`src/hdl/fpu_macros.svh`:
```
// RV32F execute unit constants
// Opcode fields, FCLASS bit positions and multiplier settings
`ifndef FPU_MACROS_SVH
`define FPU_MACROS_SVH

// funct5 field, instr[31:27]
`define FUNCT5_FMUL     5'b00010
`define FUNCT5_FSGNJ    5'b00100
`define FUNCT5_FMINMAX  5'b00101
`define FUNCT5_FCMP     5'b10100
`define FUNCT5_FCLASS   5'b11100
`define FUNCT5_FMVWX    5'b11110

// FCLASS result bits, RISC-V order
`define FC_NEG_INF      0
`define FC_NEG_NORM     1
`define FC_NEG_SUB      2
`define FC_NEG_ZERO     3
`define FC_POS_ZERO     4
`define FC_POS_SUB      5
`define FC_POS_NORM     6
`define FC_POS_INF      7
`define FC_SNAN         8
`define FC_QNAN         9

`define EXP_BIAS        127
`define MUL_CYCLES      24
`define CANON_NAN       32'h7fc00000

`endif

```
`src/hdl/fpuPkg.sv`:
```
// Types shared by the single-precision execute unit
// Float fields, operand class, operation and request encodings
package fpuPkg;

typedef logic [31:0] float_t;
typedef logic [7:0]  exp_t;
typedef logic [23:0] sig_t;
typedef logic [9:0]  fclass_t;

// Decoded operand, significand carries the hidden bit
typedef struct packed {
        logic sign;
        exp_t exp;
        sig_t sig;
        logic isZero;
        logic isSub;
        logic isInf;
        logic isNan;
        logic isSnan;
} opClass_t;

typedef enum logic [3:0] {
        OP_NONE,
        OP_FSGNJ,
        OP_FSGNJN,
        OP_FSGNJX,
        OP_FMVXW,
        OP_FMVWX,
        OP_FEQ,
        OP_FLT,
        OP_FLE,
        OP_FMIN,
        OP_FMAX,
        OP_FCLASS,
        OP_FMUL
} fpOp_t;

// One request as issued by the core
typedef struct packed {
        logic [31:0] instr;
        float_t      rs1;
        float_t      rs2;
        logic [2:0]  rm;
} fpuReq_t;

typedef enum logic [1:0] {IDLE, RUN, DONE} ctlState_t;

endpackage

```
`src/hdl/fpClassify.sv`:
```
// Operand classifier
// Splits a float into its fields, restores the hidden bit and
// derives the class flags and the one-hot FCLASS mask
`include "fpu_macros.svh"

module fpClassify
        import fpuPkg::*;
(
        input  float_t   value_i,
        output opClass_t class_o,
        output fclass_t  fclass_o
);

logic        sign;
exp_t        expField;
logic [22:0] frac;
logic        expZero;
logic        expMax;
logic        fracZero;
logic        isNorm;
logic        isInf;
logic        isNan;
logic        isSnan;

assign sign     = value_i[31];
assign expField = value_i[30:23];
assign frac     = value_i[22:0];
assign expZero  = ~|expField;
assign expMax   = &expField;
assign fracZero = ~|frac;
assign isNorm   = ~expZero & ~expMax;
assign isInf    = expMax & fracZero;
assign isNan    = expMax & ~fracZero;
// Quiet bit clear means signalling
assign isSnan   = isNan & ~frac[22];

assign class_o.sign   = sign;
assign class_o.exp    = expField;
assign class_o.sig    = {~expZero, frac};
assign class_o.isZero = expZero & fracZero;
assign class_o.isSub  = expZero & ~fracZero;
assign class_o.isInf  = isInf;
assign class_o.isNan  = isNan;
assign class_o.isSnan = isSnan;

always_comb begin
        fclass_o[`FC_NEG_INF]  = sign & isInf;
        fclass_o[`FC_NEG_NORM] = sign & isNorm;
        fclass_o[`FC_NEG_SUB]  = sign & expZero & ~fracZero;
        fclass_o[`FC_NEG_ZERO] = sign & expZero & fracZero;
        fclass_o[`FC_POS_ZERO] = ~sign & expZero & fracZero;
        fclass_o[`FC_POS_SUB]  = ~sign & expZero & ~fracZero;
        fclass_o[`FC_POS_NORM] = ~sign & isNorm;
        fclass_o[`FC_POS_INF]  = ~sign & isInf;
        fclass_o[`FC_SNAN]     = isSnan;
        fclass_o[`FC_QNAN]     = isNan & ~isSnan;
end

endmodule

```
`src/hdl/fpCompare.sv`:
```
// Float comparator
// Gives FLT, FLE and FEQ for two classified operands, any NaN
// makes every flag false and the two zeros compare equal
module fpCompare
        import fpuPkg::*;
(
        input  opClass_t   a_i,
        input  opClass_t   b_i,
        output logic [2:0] flags_o
);

logic        anyNan;
logic        bothZero;
logic [31:0] magA;
logic [31:0] magB;
logic        magLt;
logic        magEq;
logic        lt;
logic        eq;

assign anyNan   = a_i.isNan | b_i.isNan;
assign bothZero = a_i.isZero & b_i.isZero;

// Exponent above significand orders magnitudes, subnormals too
assign magA  = {a_i.exp, a_i.sig};
assign magB  = {b_i.exp, b_i.sig};
assign magLt = magA < magB;
assign magEq = magA == magB;

always_comb begin
        if (anyNan) begin
                lt = 1'b0;
                eq = 1'b0;
        end else if (bothZero) begin
                lt = 1'b0;
                eq = 1'b1;
        end else if (a_i.sign != b_i.sign) begin
                lt = a_i.sign;
                eq = 1'b0;
        end else begin
                // Both negative flips the magnitude order
                lt = a_i.sign ? (~magLt & ~magEq) : magLt;
                eq = magEq;
        end
end

assign flags_o = {lt, lt | eq, eq};

always_comb begin
        assert (!(flags_o[2] && flags_o[0]))
                else $error("fpCompare: FLT and FEQ both set");
end

endmodule

```
`src/hdl/fpMultiply.sv`:
```
// Iterative single-precision multiplier
// Specials are decided at start, normal operands run a 24 step
// shift-add loop, then one cycle normalizes and rounds to nearest even
`include "fpu_macros.svh"

module fpMultiply
        import fpuPkg::*;
(
        input  logic     clk_i,
        input  logic     rstN_i,
        input  logic     start_i,
        input  opClass_t a_i,
        input  opClass_t b_i,
        output logic     busy_o,
        output logic     done_o,
        output float_t   product_o
);

logic              accept;
logic [4:0]        stepCnt;
logic              lastStep;
sig_t              mcand;
logic [47:0]       prodReg;
logic              prodSign;
logic signed [9:0] expSum;
logic              special;
float_t            specialVal;
logic              zeroA;
logic              zeroB;
logic              nanCase;
logic              infCase;
logic              resSign;
float_t            specialNext;
logic [24:0]       partial;
logic [47:0]       normProd;
logic              roundUp;
logic [23:0]       mantRnd;
logic signed [9:0] expRes;
float_t            roundVal;

assign accept   = start_i & ~busy_o;
assign lastStep = stepCnt == 5'(`MUL_CYCLES);

// Subnormals count as zero
assign zeroA   = a_i.isZero | a_i.isSub;
assign zeroB   = b_i.isZero | b_i.isSub;
assign nanCase = a_i.isNan | b_i.isNan | (zeroA & b_i.isInf) | (a_i.isInf & zeroB);
assign infCase = a_i.isInf | b_i.isInf;
assign resSign = a_i.sign ^ b_i.sign;

always_comb begin
        if (nanCase)
                specialNext = `CANON_NAN;
        else if (infCase)
                specialNext = {resSign, 8'hff, 23'b0};
        else
                specialNext = {resSign, 31'b0};
end

// Add multiplicand into the upper half when the low bit is set
assign partial = {1'b0, prodReg[47:24]} + (prodReg[0] ? {1'b0, mcand} : 25'd0);

// Product lies in [1,4), bring the leading one to bit 47
assign normProd = prodReg[47] ? prodReg : {prodReg[46:0], 1'b0};
assign roundUp  = normProd[23] & ((|normProd[22:0]) | normProd[24]);
assign mantRnd  = {1'b0, normProd[46:24]} + 24'(roundUp);
assign expRes   = expSum - signed'(10'(`EXP_BIAS)) + signed'({9'b0, prodReg[47]})
                + signed'({9'b0, mantRnd[23]});

always_comb begin
        if (expRes >= 10'sd255)
                roundVal = {prodSign, 8'hff, 23'b0};
        else if (expRes <= 10'sd0)
                roundVal = {prodSign, 31'b0};
        else
                roundVal = {prodSign, expRes[7:0], mantRnd[22:0]};
end

always_ff @(posedge clk_i) begin
        if (!rstN_i) begin
                busy_o  <= 1'b0;
                done_o  <= 1'b0;
                stepCnt <= '0;
        end else begin
                done_o <= 1'b0;
                if (accept) begin
                        busy_o  <= 1'b1;
                        stepCnt <= '0;
                end else if (busy_o) begin
                        if (lastStep) begin
                                busy_o <= 1'b0;
                                done_o <= 1'b1;
                        end else begin
                                stepCnt <= stepCnt + 5'd1;
                        end
                end
        end
end

always_ff @(posedge clk_i) begin
        if (accept) begin
                mcand      <= a_i.sig;
                prodReg    <= {24'b0, b_i.sig};
                prodSign   <= resSign;
                expSum     <= signed'({2'b0, a_i.exp} + {2'b0, b_i.exp});
                special    <= nanCase | infCase | zeroA | zeroB;
                specialVal <= specialNext;
        end else if (busy_o && !lastStep) begin
                prodReg <= {partial, prodReg[23:1]};
        end
        if (busy_o && lastStep)
                product_o <= special ? specialVal : roundVal;
end

// Busy can only drop together with done
assert property (@(posedge clk_i) disable iff (!rstN_i)
        (accept || (busy_o && !done_o)) |=> (busy_o || done_o));

assert property (@(posedge clk_i) disable iff (!rstN_i) done_o |=> !done_o);

endmodule

```
`src/hdl/fpu.sv`:
```
// RV32F execute core
// Decodes the instruction word, runs the classifiers, comparator and
// multiplier, and selects one 32-bit result
`include "fpu_macros.svh"

module fpu
        import fpuPkg::*;
(
        input  logic    clk_i,
        input  logic    rstN_i,
        input  logic    start_i,
        input  fpuReq_t req_i,
        output logic    busy_o,
        output logic    done_o,
        output float_t  result_o
);

fpOp_t      op;
logic [4:0] funct5;
logic [2:0] funct3;
logic       isOpFp;
opClass_t   clsA;
opClass_t   clsB;
fclass_t    fclassA;
logic [2:0] cmpFlags;
logic       aLtB;
logic       mulDone;
float_t     mulProduct;

assign funct5 = req_i.instr[31:27];
assign funct3 = req_i.instr[14:12];
// OP-FP major opcode, single precision fmt
assign isOpFp = (req_i.instr[6:0] == 7'b1010011) && (req_i.instr[26:25] == 2'b00);

always_comb begin
        op = OP_NONE;
        if (isOpFp) begin
                case (funct5)
                        `FUNCT5_FMUL:    op = OP_FMUL;
                        `FUNCT5_FSGNJ: begin
                                if (funct3 == 3'b000)      op = OP_FSGNJ;
                                else if (funct3 == 3'b001) op = OP_FSGNJN;
                                else if (funct3 == 3'b010) op = OP_FSGNJX;
                        end
                        `FUNCT5_FMINMAX: begin
                                if (funct3 == 3'b000)      op = OP_FMIN;
                                else if (funct3 == 3'b001) op = OP_FMAX;
                        end
                        `FUNCT5_FCMP: begin
                                if (funct3 == 3'b010)      op = OP_FEQ;
                                else if (funct3 == 3'b001) op = OP_FLT;
                                else if (funct3 == 3'b000) op = OP_FLE;
                        end
                        `FUNCT5_FCLASS: begin
                                if (funct3 == 3'b000)      op = OP_FMVXW;
                                else if (funct3 == 3'b001) op = OP_FCLASS;
                        end
                        `FUNCT5_FMVWX: if (funct3 == 3'b000) op = OP_FMVWX;
                        default: op = OP_NONE;
                endcase
        end
end

fpClassify classA (.value_i(req_i.rs1), .class_o(clsA), .fclass_o(fclassA));
fpClassify classB (.value_i(req_i.rs2), .class_o(clsB), .fclass_o());

fpCompare compare (.a_i(clsA), .b_i(clsB), .flags_o(cmpFlags));

fpMultiply multiply (
        .clk_i    (clk_i),
        .rstN_i   (rstN_i),
        .start_i  (start_i && (op == OP_FMUL)),
        .a_i      (clsA),
        .b_i      (clsB),
        .busy_o   (busy_o),
        .done_o   (mulDone),
        .product_o(mulProduct)
);

// Min/max ordering, -0 sits below +0
assign aLtB = (clsA.isZero && clsB.isZero) ? (clsA.sign & ~clsB.sign) : cmpFlags[2];

always_comb begin
        case (op)
                OP_FSGNJ:  result_o = {req_i.rs2[31], req_i.rs1[30:0]};
                OP_FSGNJN: result_o = {~req_i.rs2[31], req_i.rs1[30:0]};
                OP_FSGNJX: result_o = {req_i.rs1[31] ^ req_i.rs2[31], req_i.rs1[30:0]};
                OP_FMVXW,
                OP_FMVWX:  result_o = req_i.rs1;
                OP_FEQ:    result_o = {31'b0, cmpFlags[0]};
                OP_FLE:    result_o = {31'b0, cmpFlags[1]};
                OP_FLT:    result_o = {31'b0, cmpFlags[2]};
                OP_FMIN,
                OP_FMAX: begin
                        if (clsA.isNan && clsB.isNan)
                                result_o = `CANON_NAN;
                        else if (clsA.isNan)
                                result_o = req_i.rs2;
                        else if (clsB.isNan)
                                result_o = req_i.rs1;
                        else if (aLtB ^ (op == OP_FMAX))
                                result_o = req_i.rs1;
                        else
                                result_o = req_i.rs2;
                end
                OP_FCLASS: result_o = {22'b0, fclassA};
                OP_FMUL:   result_o = mulProduct;
                default:   result_o = 32'b0;
        endcase
end

// Everything except FMUL completes in the start cycle
assign done_o = (op == OP_FMUL) ? mulDone : start_i;

endmodule

```
`src/hdl/fpuTop.sv`:
```
// Request front end of the execute unit
// Four-phase req/ack controller that latches the request, starts
// the core and holds the result while ack is high
module fpuTop
        import fpuPkg::*;
(
        input  logic    clk_i,
        input  logic    rstN_i,
        input  logic    req_i,
        input  fpuReq_t fpuReq_i,
        output logic    ack_o,
        output float_t  result_o
);

ctlState_t state;
fpuReq_t   reqReg;
logic      startReg;
logic      coreBusy;
logic      coreDone;
float_t    coreResult;

always_ff @(posedge clk_i) begin
        if (!rstN_i) begin
                state    <= IDLE;
                startReg <= 1'b0;
        end else begin
                startReg <= 1'b0;
                case (state)
                        IDLE: if (req_i) begin
                                state    <= RUN;
                                startReg <= 1'b1;
                        end
                        RUN:  if (coreDone) state <= DONE;
                        // Stays here until the requester lets go
                        DONE: if (!req_i) state <= IDLE;
                        default: state <= IDLE;
                endcase
        end
end

always_ff @(posedge clk_i) begin
        if (state == IDLE && req_i)
                reqReg <= fpuReq_i;
        if (state == RUN && coreDone)
                result_o <= coreResult;
end

assign ack_o = (state == DONE);

fpu core (
        .clk_i   (clk_i),
        .rstN_i  (rstN_i),
        .start_i (startReg),
        .req_i   (reqReg),
        .busy_o  (coreBusy),
        .done_o  (coreDone),
        .result_o(coreResult)
);

assert property (@(posedge clk_i) disable iff (!rstN_i) $rose(ack_o) |-> $past(req_i));

// Core only works on a request that is in flight
assert property (@(posedge clk_i) disable iff (!rstN_i) coreBusy |-> state == RUN);

endmodule

```
`config.mk`:
```
export PLATFORM = sky130hd
export DESIGN_NAME = fpuTop
export DESIGN_NICKNAME = d
export VERILOG_FILES = /design/src/hdl/fpuPkg.sv /design/src/hdl/fpClassify.sv /design/src/hdl/fpCompare.sv /design/src/hdl/fpMultiply.sv /design/src/hdl/fpu.sv /design/src/hdl/fpuTop.sv
export VERILOG_INCLUDE_DIRS = /design/src /design/src/hdl
export SDC_FILE = /design/constraint.sdc
export NUM_CORES = 1
export LEC_CHECK = 0
export ABC_AREA = 0
export BUFFER_PORTS_ARGS = -buffer_cell sky130_fd_sc_hd__buf_2
export CAP_MARGIN = 15
export CORE_UTILIZATION = 60
export CTS_BUF_LIST = sky130_fd_sc_hd__clkbuf_16
export CTS_CLUSTER_DIAMETER = 120
export DETAILED_ROUTE_END_ITERATION = 12
export MAX_ROUTING_LAYER = met4
export PLACE_DENSITY = 0.92
export SLEW_MARGIN = 10
export SYNTH_ARGS = -nofsm -noshare
export SYNTH_HDL_FRONTEND = slang
export SYNTH_SLANG_ARGS = --single-unit
export TNS_END_PERCENT = 30
```
`constraint.sdc`:
```
create_clock -name clk_i -period 7.3 [get_ports clk_i]
set_input_delay 0.73 -clock clk_i [delete_from_list [all_inputs] [get_ports clk_i]]
set_output_delay 0.73 -clock clk_i [all_outputs]
set_load 0.005 [all_outputs]
```
# After elaboration in Yosys (flattened, before gate mapping)
# Cells that the tools add are included.
[totals]
word_cells = 182
in_bits = 102
ff_bits = 286
output_inout_bits = 33
[op_classes]
order_cmp = 3
n_reduce_logical = 31
bitwise_logic = 51
eq_ne = 29
n_addsub = 7
n_mux = 44
[ops]
columns = ["operator", "n"]
rows = [
  ["$pmux W32 S10", 1],
  ["$mux W32", 5],
  ["$mux W31", 3],
  ["$mux W24", 3],
  ["$reduce_or A23 Y1", 3],
  ["$mux W47", 1],
  ["$mux W4", 10],
  ["$eq A32 B32 Y1", 1],
  ["$lt A32 B32 Y1", 1],
  ["$and A1 B1 Y1", 28],
  ["$add A24 B24 Y25", 1],
  ["$add A23 B1 Y24", 1],
  ["$pmux W4 S6", 1],
  ["$add A10 B2 Y10", 2],
  ["$eq A4 B4 Y1 const B", 5],
  ["$eq A5 B5 Y1 const B", 4],
  ["$eq A4 B3 Y1 const B", 4],
  ["$reduce_and A8 Y1", 2],
  ["$reduce_or A8 Y1", 2],
  ["$mux W1", 14],
  ["$or A1 B1 Y1", 11],
  ["$eq A5 B3 Y1 const B", 2],
  ["$ge A10 B9 Y1 const B", 1],
  ["$le A10 B1 Y1 const B", 1],
  ["27 further kinds", 58],
]

# Longest topological paths before layout
[depth]
ltp_word = 15
depth_mapped = 24
depth_no_buf = 20

# Modules after synthesis
# From an unflattened synthesis, not the netlist that was laid out.
[unflattened]
hier_cells = 1406
hier_area_um2 = 14983.1
[by_module_without_submodules]
columns = ["module", "cells_per_inst", "seq_area_each_um2", "area_per_inst_um2", "n_inst"]
rows = [
  ["fpMultiply", 792, 3443.3, 7553.5, 1],
  ["fpuTop", 146, 3993.8, 4071.4, 1],
  ["fpu", 204, 0.0, 1436.4, 1],
  ["fpClassify", 68, 0.0, 501.7, 2],
  ["fpCompare", 128, 0.0, 918.4, 1],
]

# Worst setup path after synthesis
# OpenSTA, ideal clock, no wires.
[synth_path]
kind = "register to register"
startpoint = "reg core.multiply.prodReg[47]"
endpoint = "reg core.multiply.product_o[17], data pin"
synth_period_minus_slack_ns = 5.286
arrival_ns = 5.017
t_required_ns = 7.030
n_path_buf = 4
stages_incl_launch_ff = 22
setup_slack_ns = 2.014
setup_time_ns = 0.270
path_cell_list = "dfxtp_1 -> buf_2 -> buf_2 -> nand2_1 -> o21ai_0 -> nor4bb_1 -> nand3_1 -> nor3_1 -> nand2_1 -> or3_1 -> ha_1 -> inv_1 -> ha_1 -> inv_1 -> fa_1 -> xor2_1 -> or4b_2 -> o41ai_1 -> or2_2 -> clkbuf_1 -> clkbuf_1 -> nor3_1"
[synth_via]
elab_chain_len = 10
word_cells_on_any_way = 12
cone_classes = "add/sub: 3; order compare: 2; mux: 4; bitwise: 2; reduce/logical: 1"
[synth_rtl]
columns = ["element", "line_no", "text"]
rows = [
  ["start, declared", "fpMultiply.sv:23", "logic [47:0] prodReg;"],
  ["start signal, assigned", "fpMultiply.sv:103", "prodReg <= {24'b0, b_i.sig};"],
  ["start signal, assigned", "fpMultiply.sv:109", "prodReg <= {partial, prodReg[23:1]};"],
  ["$mux W47", "fpMultiply.sv:64", "assign normProd = prodReg[47] ? prodReg : {prodReg[46:0], 1'b0};"],
  ["$reduce_or A23 Y1", "fpMultiply.sv:65", "assign roundUp = normProd[23] & ((|normProd[22:0]) | normProd[24]);"],
  ["$or A1 B1 Y1", "fpMultiply.sv:65", ""],
  ["$and A1 B1 Y1", "fpMultiply.sv:65", ""],
  ["$add A23 B1 Y24", "fpMultiply.sv:66", "assign mantRnd = {1'b0, normProd[46:24]} + 24'(roundUp);"],
  ["$add A10 B2 Y10", "fpMultiply.sv:67", "assign expRes = expSum - signed'(10'(`EXP_BIAS)) + signed'({9'b0, prodReg[47]})"],
  ["$le A10 B1 Y1", "fpMultiply.sv:73", "else if (expRes <= 10'sd0)"],
  ["$mux W31", "fpMultiply.sv:73", ""],
  ["$mux W31 *", "fpMultiply.sv:71", "if (expRes >= 10'sd255)"],
  ["$mux W32 *", "fpMultiply.sv:112", "product_o <= special ? specialVal : roundVal;"],
  ["end signal, assigned", "fpMultiply.sv:112", ""],
  ["end, declared", "fpMultiply.sv:16", "output float_t product_o"],
]
# Every way passes the cells marked *; elsewhere a longest branch is shown, timed or not.
# A chain may end at the register's enable or synchronous reset.

# Worst setup path after layout
[layout_path]
startpoint = "reg core.multiply.prodReg[47]"
endpoint = "reg core.multiply.product_o[22], data pin"
# The elaborated chain is that of the path after synthesis.

==> impl_metrics.py <==
metrics = {
    "status": {
        "outcome": "complete, no violations",
    },
    "worst_setup_path": {
        "critPathKind": "reg2reg",
        "cp_data_arrival_time_ns": 6.69,
        "cp_slowest_cell": "dfxtp_1",
        "path_cells": "nand2_1 -> o21ai_0 -> nor4bb_1 -> nand3_1 -> nor3_1 -> nand2_1 -> or3_1 -> ha_1 -> inv_1 -> ha_1 -> inv_1 -> fa_1 -> xor2_1 -> or4b_2 -> o41ai_1 -> or2_2 -> o21ai_0",
        "setup.worst_path.start_class": "register",
        "critPathMaxFanout": 27,
        "cp_num_buf_inv": 2,
        "critPathTopFamily": "simple AND/OR/NAND/NOR gates",
        "worstPathRequired_ns": 7.57,
        "cpPeakStageDelay_ns": 0.98,
        "critPathCaptureType": "register",
    },
    "synthesis": {
        "yosysWarnings": 0,
        "synth-main-ff-cell": "edfxtp_1",
        "synth_seq_cells": 241,
        "synthMuxAreaShare_pct": 2.12,
        "synth-xor-area-share_pct": 3.58,
        "synth_top_family_by_area": "simple AND/OR/NAND/NOR gates",
        "async_flop_share_pct": 0,
        "synth_simple_gate_area_share_pct": 15.1,
        "synth_area_mm2": 0.0130,
        "synth_edf_count": 207,
        "synthCells": 1178,
        "ys_seq_area_share_pct": 53.1,
        "syn_nets": 1356,
        "ys_types": 81,
        "synth-compound-area-share_pct": 15.0,
        "synth-adder-area-share_pct": 7.50,
        "syn_avg_cell_area_um2": 11.0,
    },
    "placed_design": {
        "dpl.hpwl_um": 23400,
        "io_buffers": 116,
        "place.gp.congestion": 0.947,
    },
    "timing": {
        "final.period_utilization_pct": 87.9,
        "setup-tns-final_ns": 0,
        "max_freq_mhz": 156,
        "rsz0062_at_grt": "no",
        "clock_skew_ns": 0.0199,
        "drv_slew": 0,
        "worst_pin_slew_ns": 1.17,
        "period_needed_ns": 6.41,
        "relSlewSlack_pct": 21.9,
        "finalHoldViolations": 0,
        "setup_violations": 0,
    },
    "cts": {
        "cts_buffers": 26,
        "cts_setup_buffers": 0,
        "clk_pin_slew_ns": 0.06,
        "cts_htree_levels": 1,
        "ctsHoldBuffers": 0,
        "insertion_delay_ns": 0.54,
        "cts_buffer_depth": 3,
        "cts-resized-gates": 0,
        "cts-root-buf": "clkbuf_16",
        "cts_tree": "done",
        "clkSinkCount": 241,
    },
    "route": {
        "dr_total_vias": 10200,
        "totalWireLength_um": 33200,
        "drtIter0Drc": 1071,
        "drt-met1-wl_um": 12500,
        "drc": 0,
        "avgViaCountPerCell": 6.44,
        "detail-route-antenna-nets": 0,
        "dr_wl_met3_um": 3210,
        "top_layer_used": "met4",
        "wl_met2_um": 15700,
        "first_pass_iters": 6,
        "wire_per_inst_um": 20.9,
    },
    "pwr": {
        "p_total_w": 0.00305,
        "seqPwrFrac_pct": 51.8,
        "vdd.ir_drop.worst_mv": 0.208,
        "clkPwrFrac_pct": 42.8,
        "netSwitchingFraction_pct": 22.1,
        "p_int_w": 0.00237,
        "pwr-share-comb_pct": 5.4,
        "power.leakage_nw": 5.79,
        "power_density_mw_per_mm2": 208,
        "netSwitchingPower_w": 0.000675,
    },
    "cells_and_area": {
        "ff_latch_area_mm2": 0.00690,
        "area_growth_syn_to_layout_pct": 13.0,
        "nFillCells": 1438,
        "fin_nets": 1473,
        "drive_gt1_share_pct": 15.0,
        "multiInputGateArea_mm2": 0.00564,
    },
    "job": {
        "cap_violations": 0,
    },
    "die": {
        "die_y_um": 149,
        "dieArea_mm2": 0.0222,
        "die_x_um": 149,
        "core_mm2": 0.0211,
        "io-pin-count": 135,
        "start_util_pct": 61.6,
        "rows": 53,
    },
    "global_routing": {
        "antenna_found_initial": 1,
        "grt_max_degree": 75,
        "grt_use_total_pct": 31.0,
        "gr-total-overflow": 0,
        "grt_first_pass_wirelength_um": 51300,
        "first_global_vias": 9916,
    },
    "min_path": {
        "hp-class": "in2reg",
    },
}
Yosys cell counts, types with 8 or more instances:
cell	instances	area share, %
o21ai_0	75	2.9
a211oi_1	12	0.69
nand4_1	19	0.92
edfxtp_1	207	48
inv_1	74	2.1
clkbuf_1	25	0.72
nor2b_1	18	0.87
dfxtp_1	34	5.2
mux2_2	8	0.69
nor4_1	24	1.2
a21oi_1	56	2.2
nand2_1	90	2.6
nor3_1	19	0.73
a22o_1	23	1.6
xnor2_1	24	1.6
xor2_1	29	2.0
nand2b_1	12	0.58
nor2_1	78	2.3
ha_1	73	7.0
mux2i_1	17	1.3
a221o_1	10	0.77
a21o_1	32	1.9
o21bai_1	9	0.52
nand3_1	37	1.4
and3_1	10	0.48
and2_1	34	1.6
worst register-to-register path, cell delays in order (launching register included):
cell and delay, ns:
dfxtp_1 0.98, nand2_1 0.15, o21ai_0 0.13, nor4bb_1 0.38
nand3_1 0.23, nor3_1 0.64, nand2_1 0.24, or3_1 0.46
ha_1 0.28, inv_1 0.06, ha_1 0.16, inv_1 0.06
fa_1 0.42, xor2_1 0.18, or4b_2 0.63, o41ai_1 0.41
or2_2 0.58, o21ai_0 0.18
routing by layer:
layer | GRT usage [%] | up-vias
met5 | - | -
met1 | 39.4 | 4859
met4 | 16.2 | 0
met2 | 48.4 | 606
met3 | 4.65 | 124
li1 | - | 4632
power groups by stage:
| stage | clock network, W | logic, W | registers [W] |
|---|---|---|---|
| floorplan | 0 | 0.000105 | 0.00159 |
| finish | 0.00130 | 0.000166 | 0.00158 |
| CTS | 0.00131 | 0.000165 | 0.00158 |
| global route | 0.00137 | 0.000182 | 0.00158 |
| global placement | 0 | 0.000155 | 0.00160 |
| detailed placement | 0 | 0.000163 | 0.00161 |
cells by family (layout without fill, tap and decap cells):
| logic type | Yosys count | after routing |
|---|---|---|
| xor+xnor | 53 | 53 |
| flops | 241 | 241 |
| fa+ha+maj | 76 | 76 |
| simple gates | 379 | 379 |
| buf+inv | 115 | 249 |
| compound gates | 288 | 288 |
| mux | 26 | 26 |
| other cells | 0 | 1 |
cells in the final DEF (no fill, tap or decap), types with 7 or more instances in the layout:
master,netlist,layout
edfxtp_1,207,207
buf_2,6,116
nand2_1,90,90
inv_1,74,77
nor2_1,78,77
o21ai_0,75,75
ha_1,73,73
a21oi_1,56,56
nand3_1,37,37
and2_1,34,34
dfxtp_1,34,34
a21o_1,32,32
xor2_1,29,29
clkbuf_16,0,27
xnor2_1,24,24
nor4_1,24,24
a22o_1,23,23
nor3_1,19,19
nand4_1,19,19
nor2b_1,18,18
mux2i_1,17,17
buf_4,2,13
nand2b_1,12,12
a211oi_1,12,12
and3_1,10,10
a221o_1,10,10
o21bai_1,9,9
mux2_2,8,8
clkinv_2,0,7
final cells by class:
type | count | area share, %
well taps | 275 | 2.34
clock buffers | 27 | 4.60
multi-input cells | 822 | 38.4
diodes | 1 | 0.0171
clock inverters | 18 | 1.08
flip-flops and latches | 241 | 47.0
repair buffers | 129 | 4.62
inverters | 75 | 1.92
worst paths after layout:
check,from,endpoint,slack (ns),depth (start not counted)
min reg2reg,state[0],state[0],0.49,2
min,fpuReq_i[34],reqReg[34],0.36,1
max,core.multiply.prodReg[47],core.multiply.product_o[22],0.89,17
max reg2reg,core.multiply.prodReg[47],core.multiply.product_o[22],0.89,17
per-stage QoR:
| stage | cell area [um2] | hold WS (ns) | cells | utilization, % | setup slack, ns |
|---|---|---|---|---|---|
| floorplan | 13000 | 0.450 | 1178 | - | 2.01 |
| CTS | 14700 | 0.354 | 1587 | 69.6 | 1.05 |
| detailed placement | 13800 | 0.477 | 1542 | 65.6 | 1.04 |
| finish | 14700 | 0.362 | 1588 | 69.6 | 0.886 |
| global route | 14700 | 0.357 | 1588 | 69.6 | 0.603 |
| global placement | 13800 | 0.465 | 1542 | 65.6 | 1.15 |
sequential cells by signal (all words and copies together), names as in the netlist:
signal,count
core.multiply.prodSign,1
core.multiply.product_o,32
core.multiply.done_o,1
core.multiply.mcand,24
result_o,32
state,2
core.multiply.prodReg,48
core.multiply.expSum,9
core.multiply.specialVal,3
core.multiply.special,1
core.multiply.stepCnt,5
startReg,1
reqReg,81
core.multiply.busy_o,1
Power figures use the tool's default switching activity.
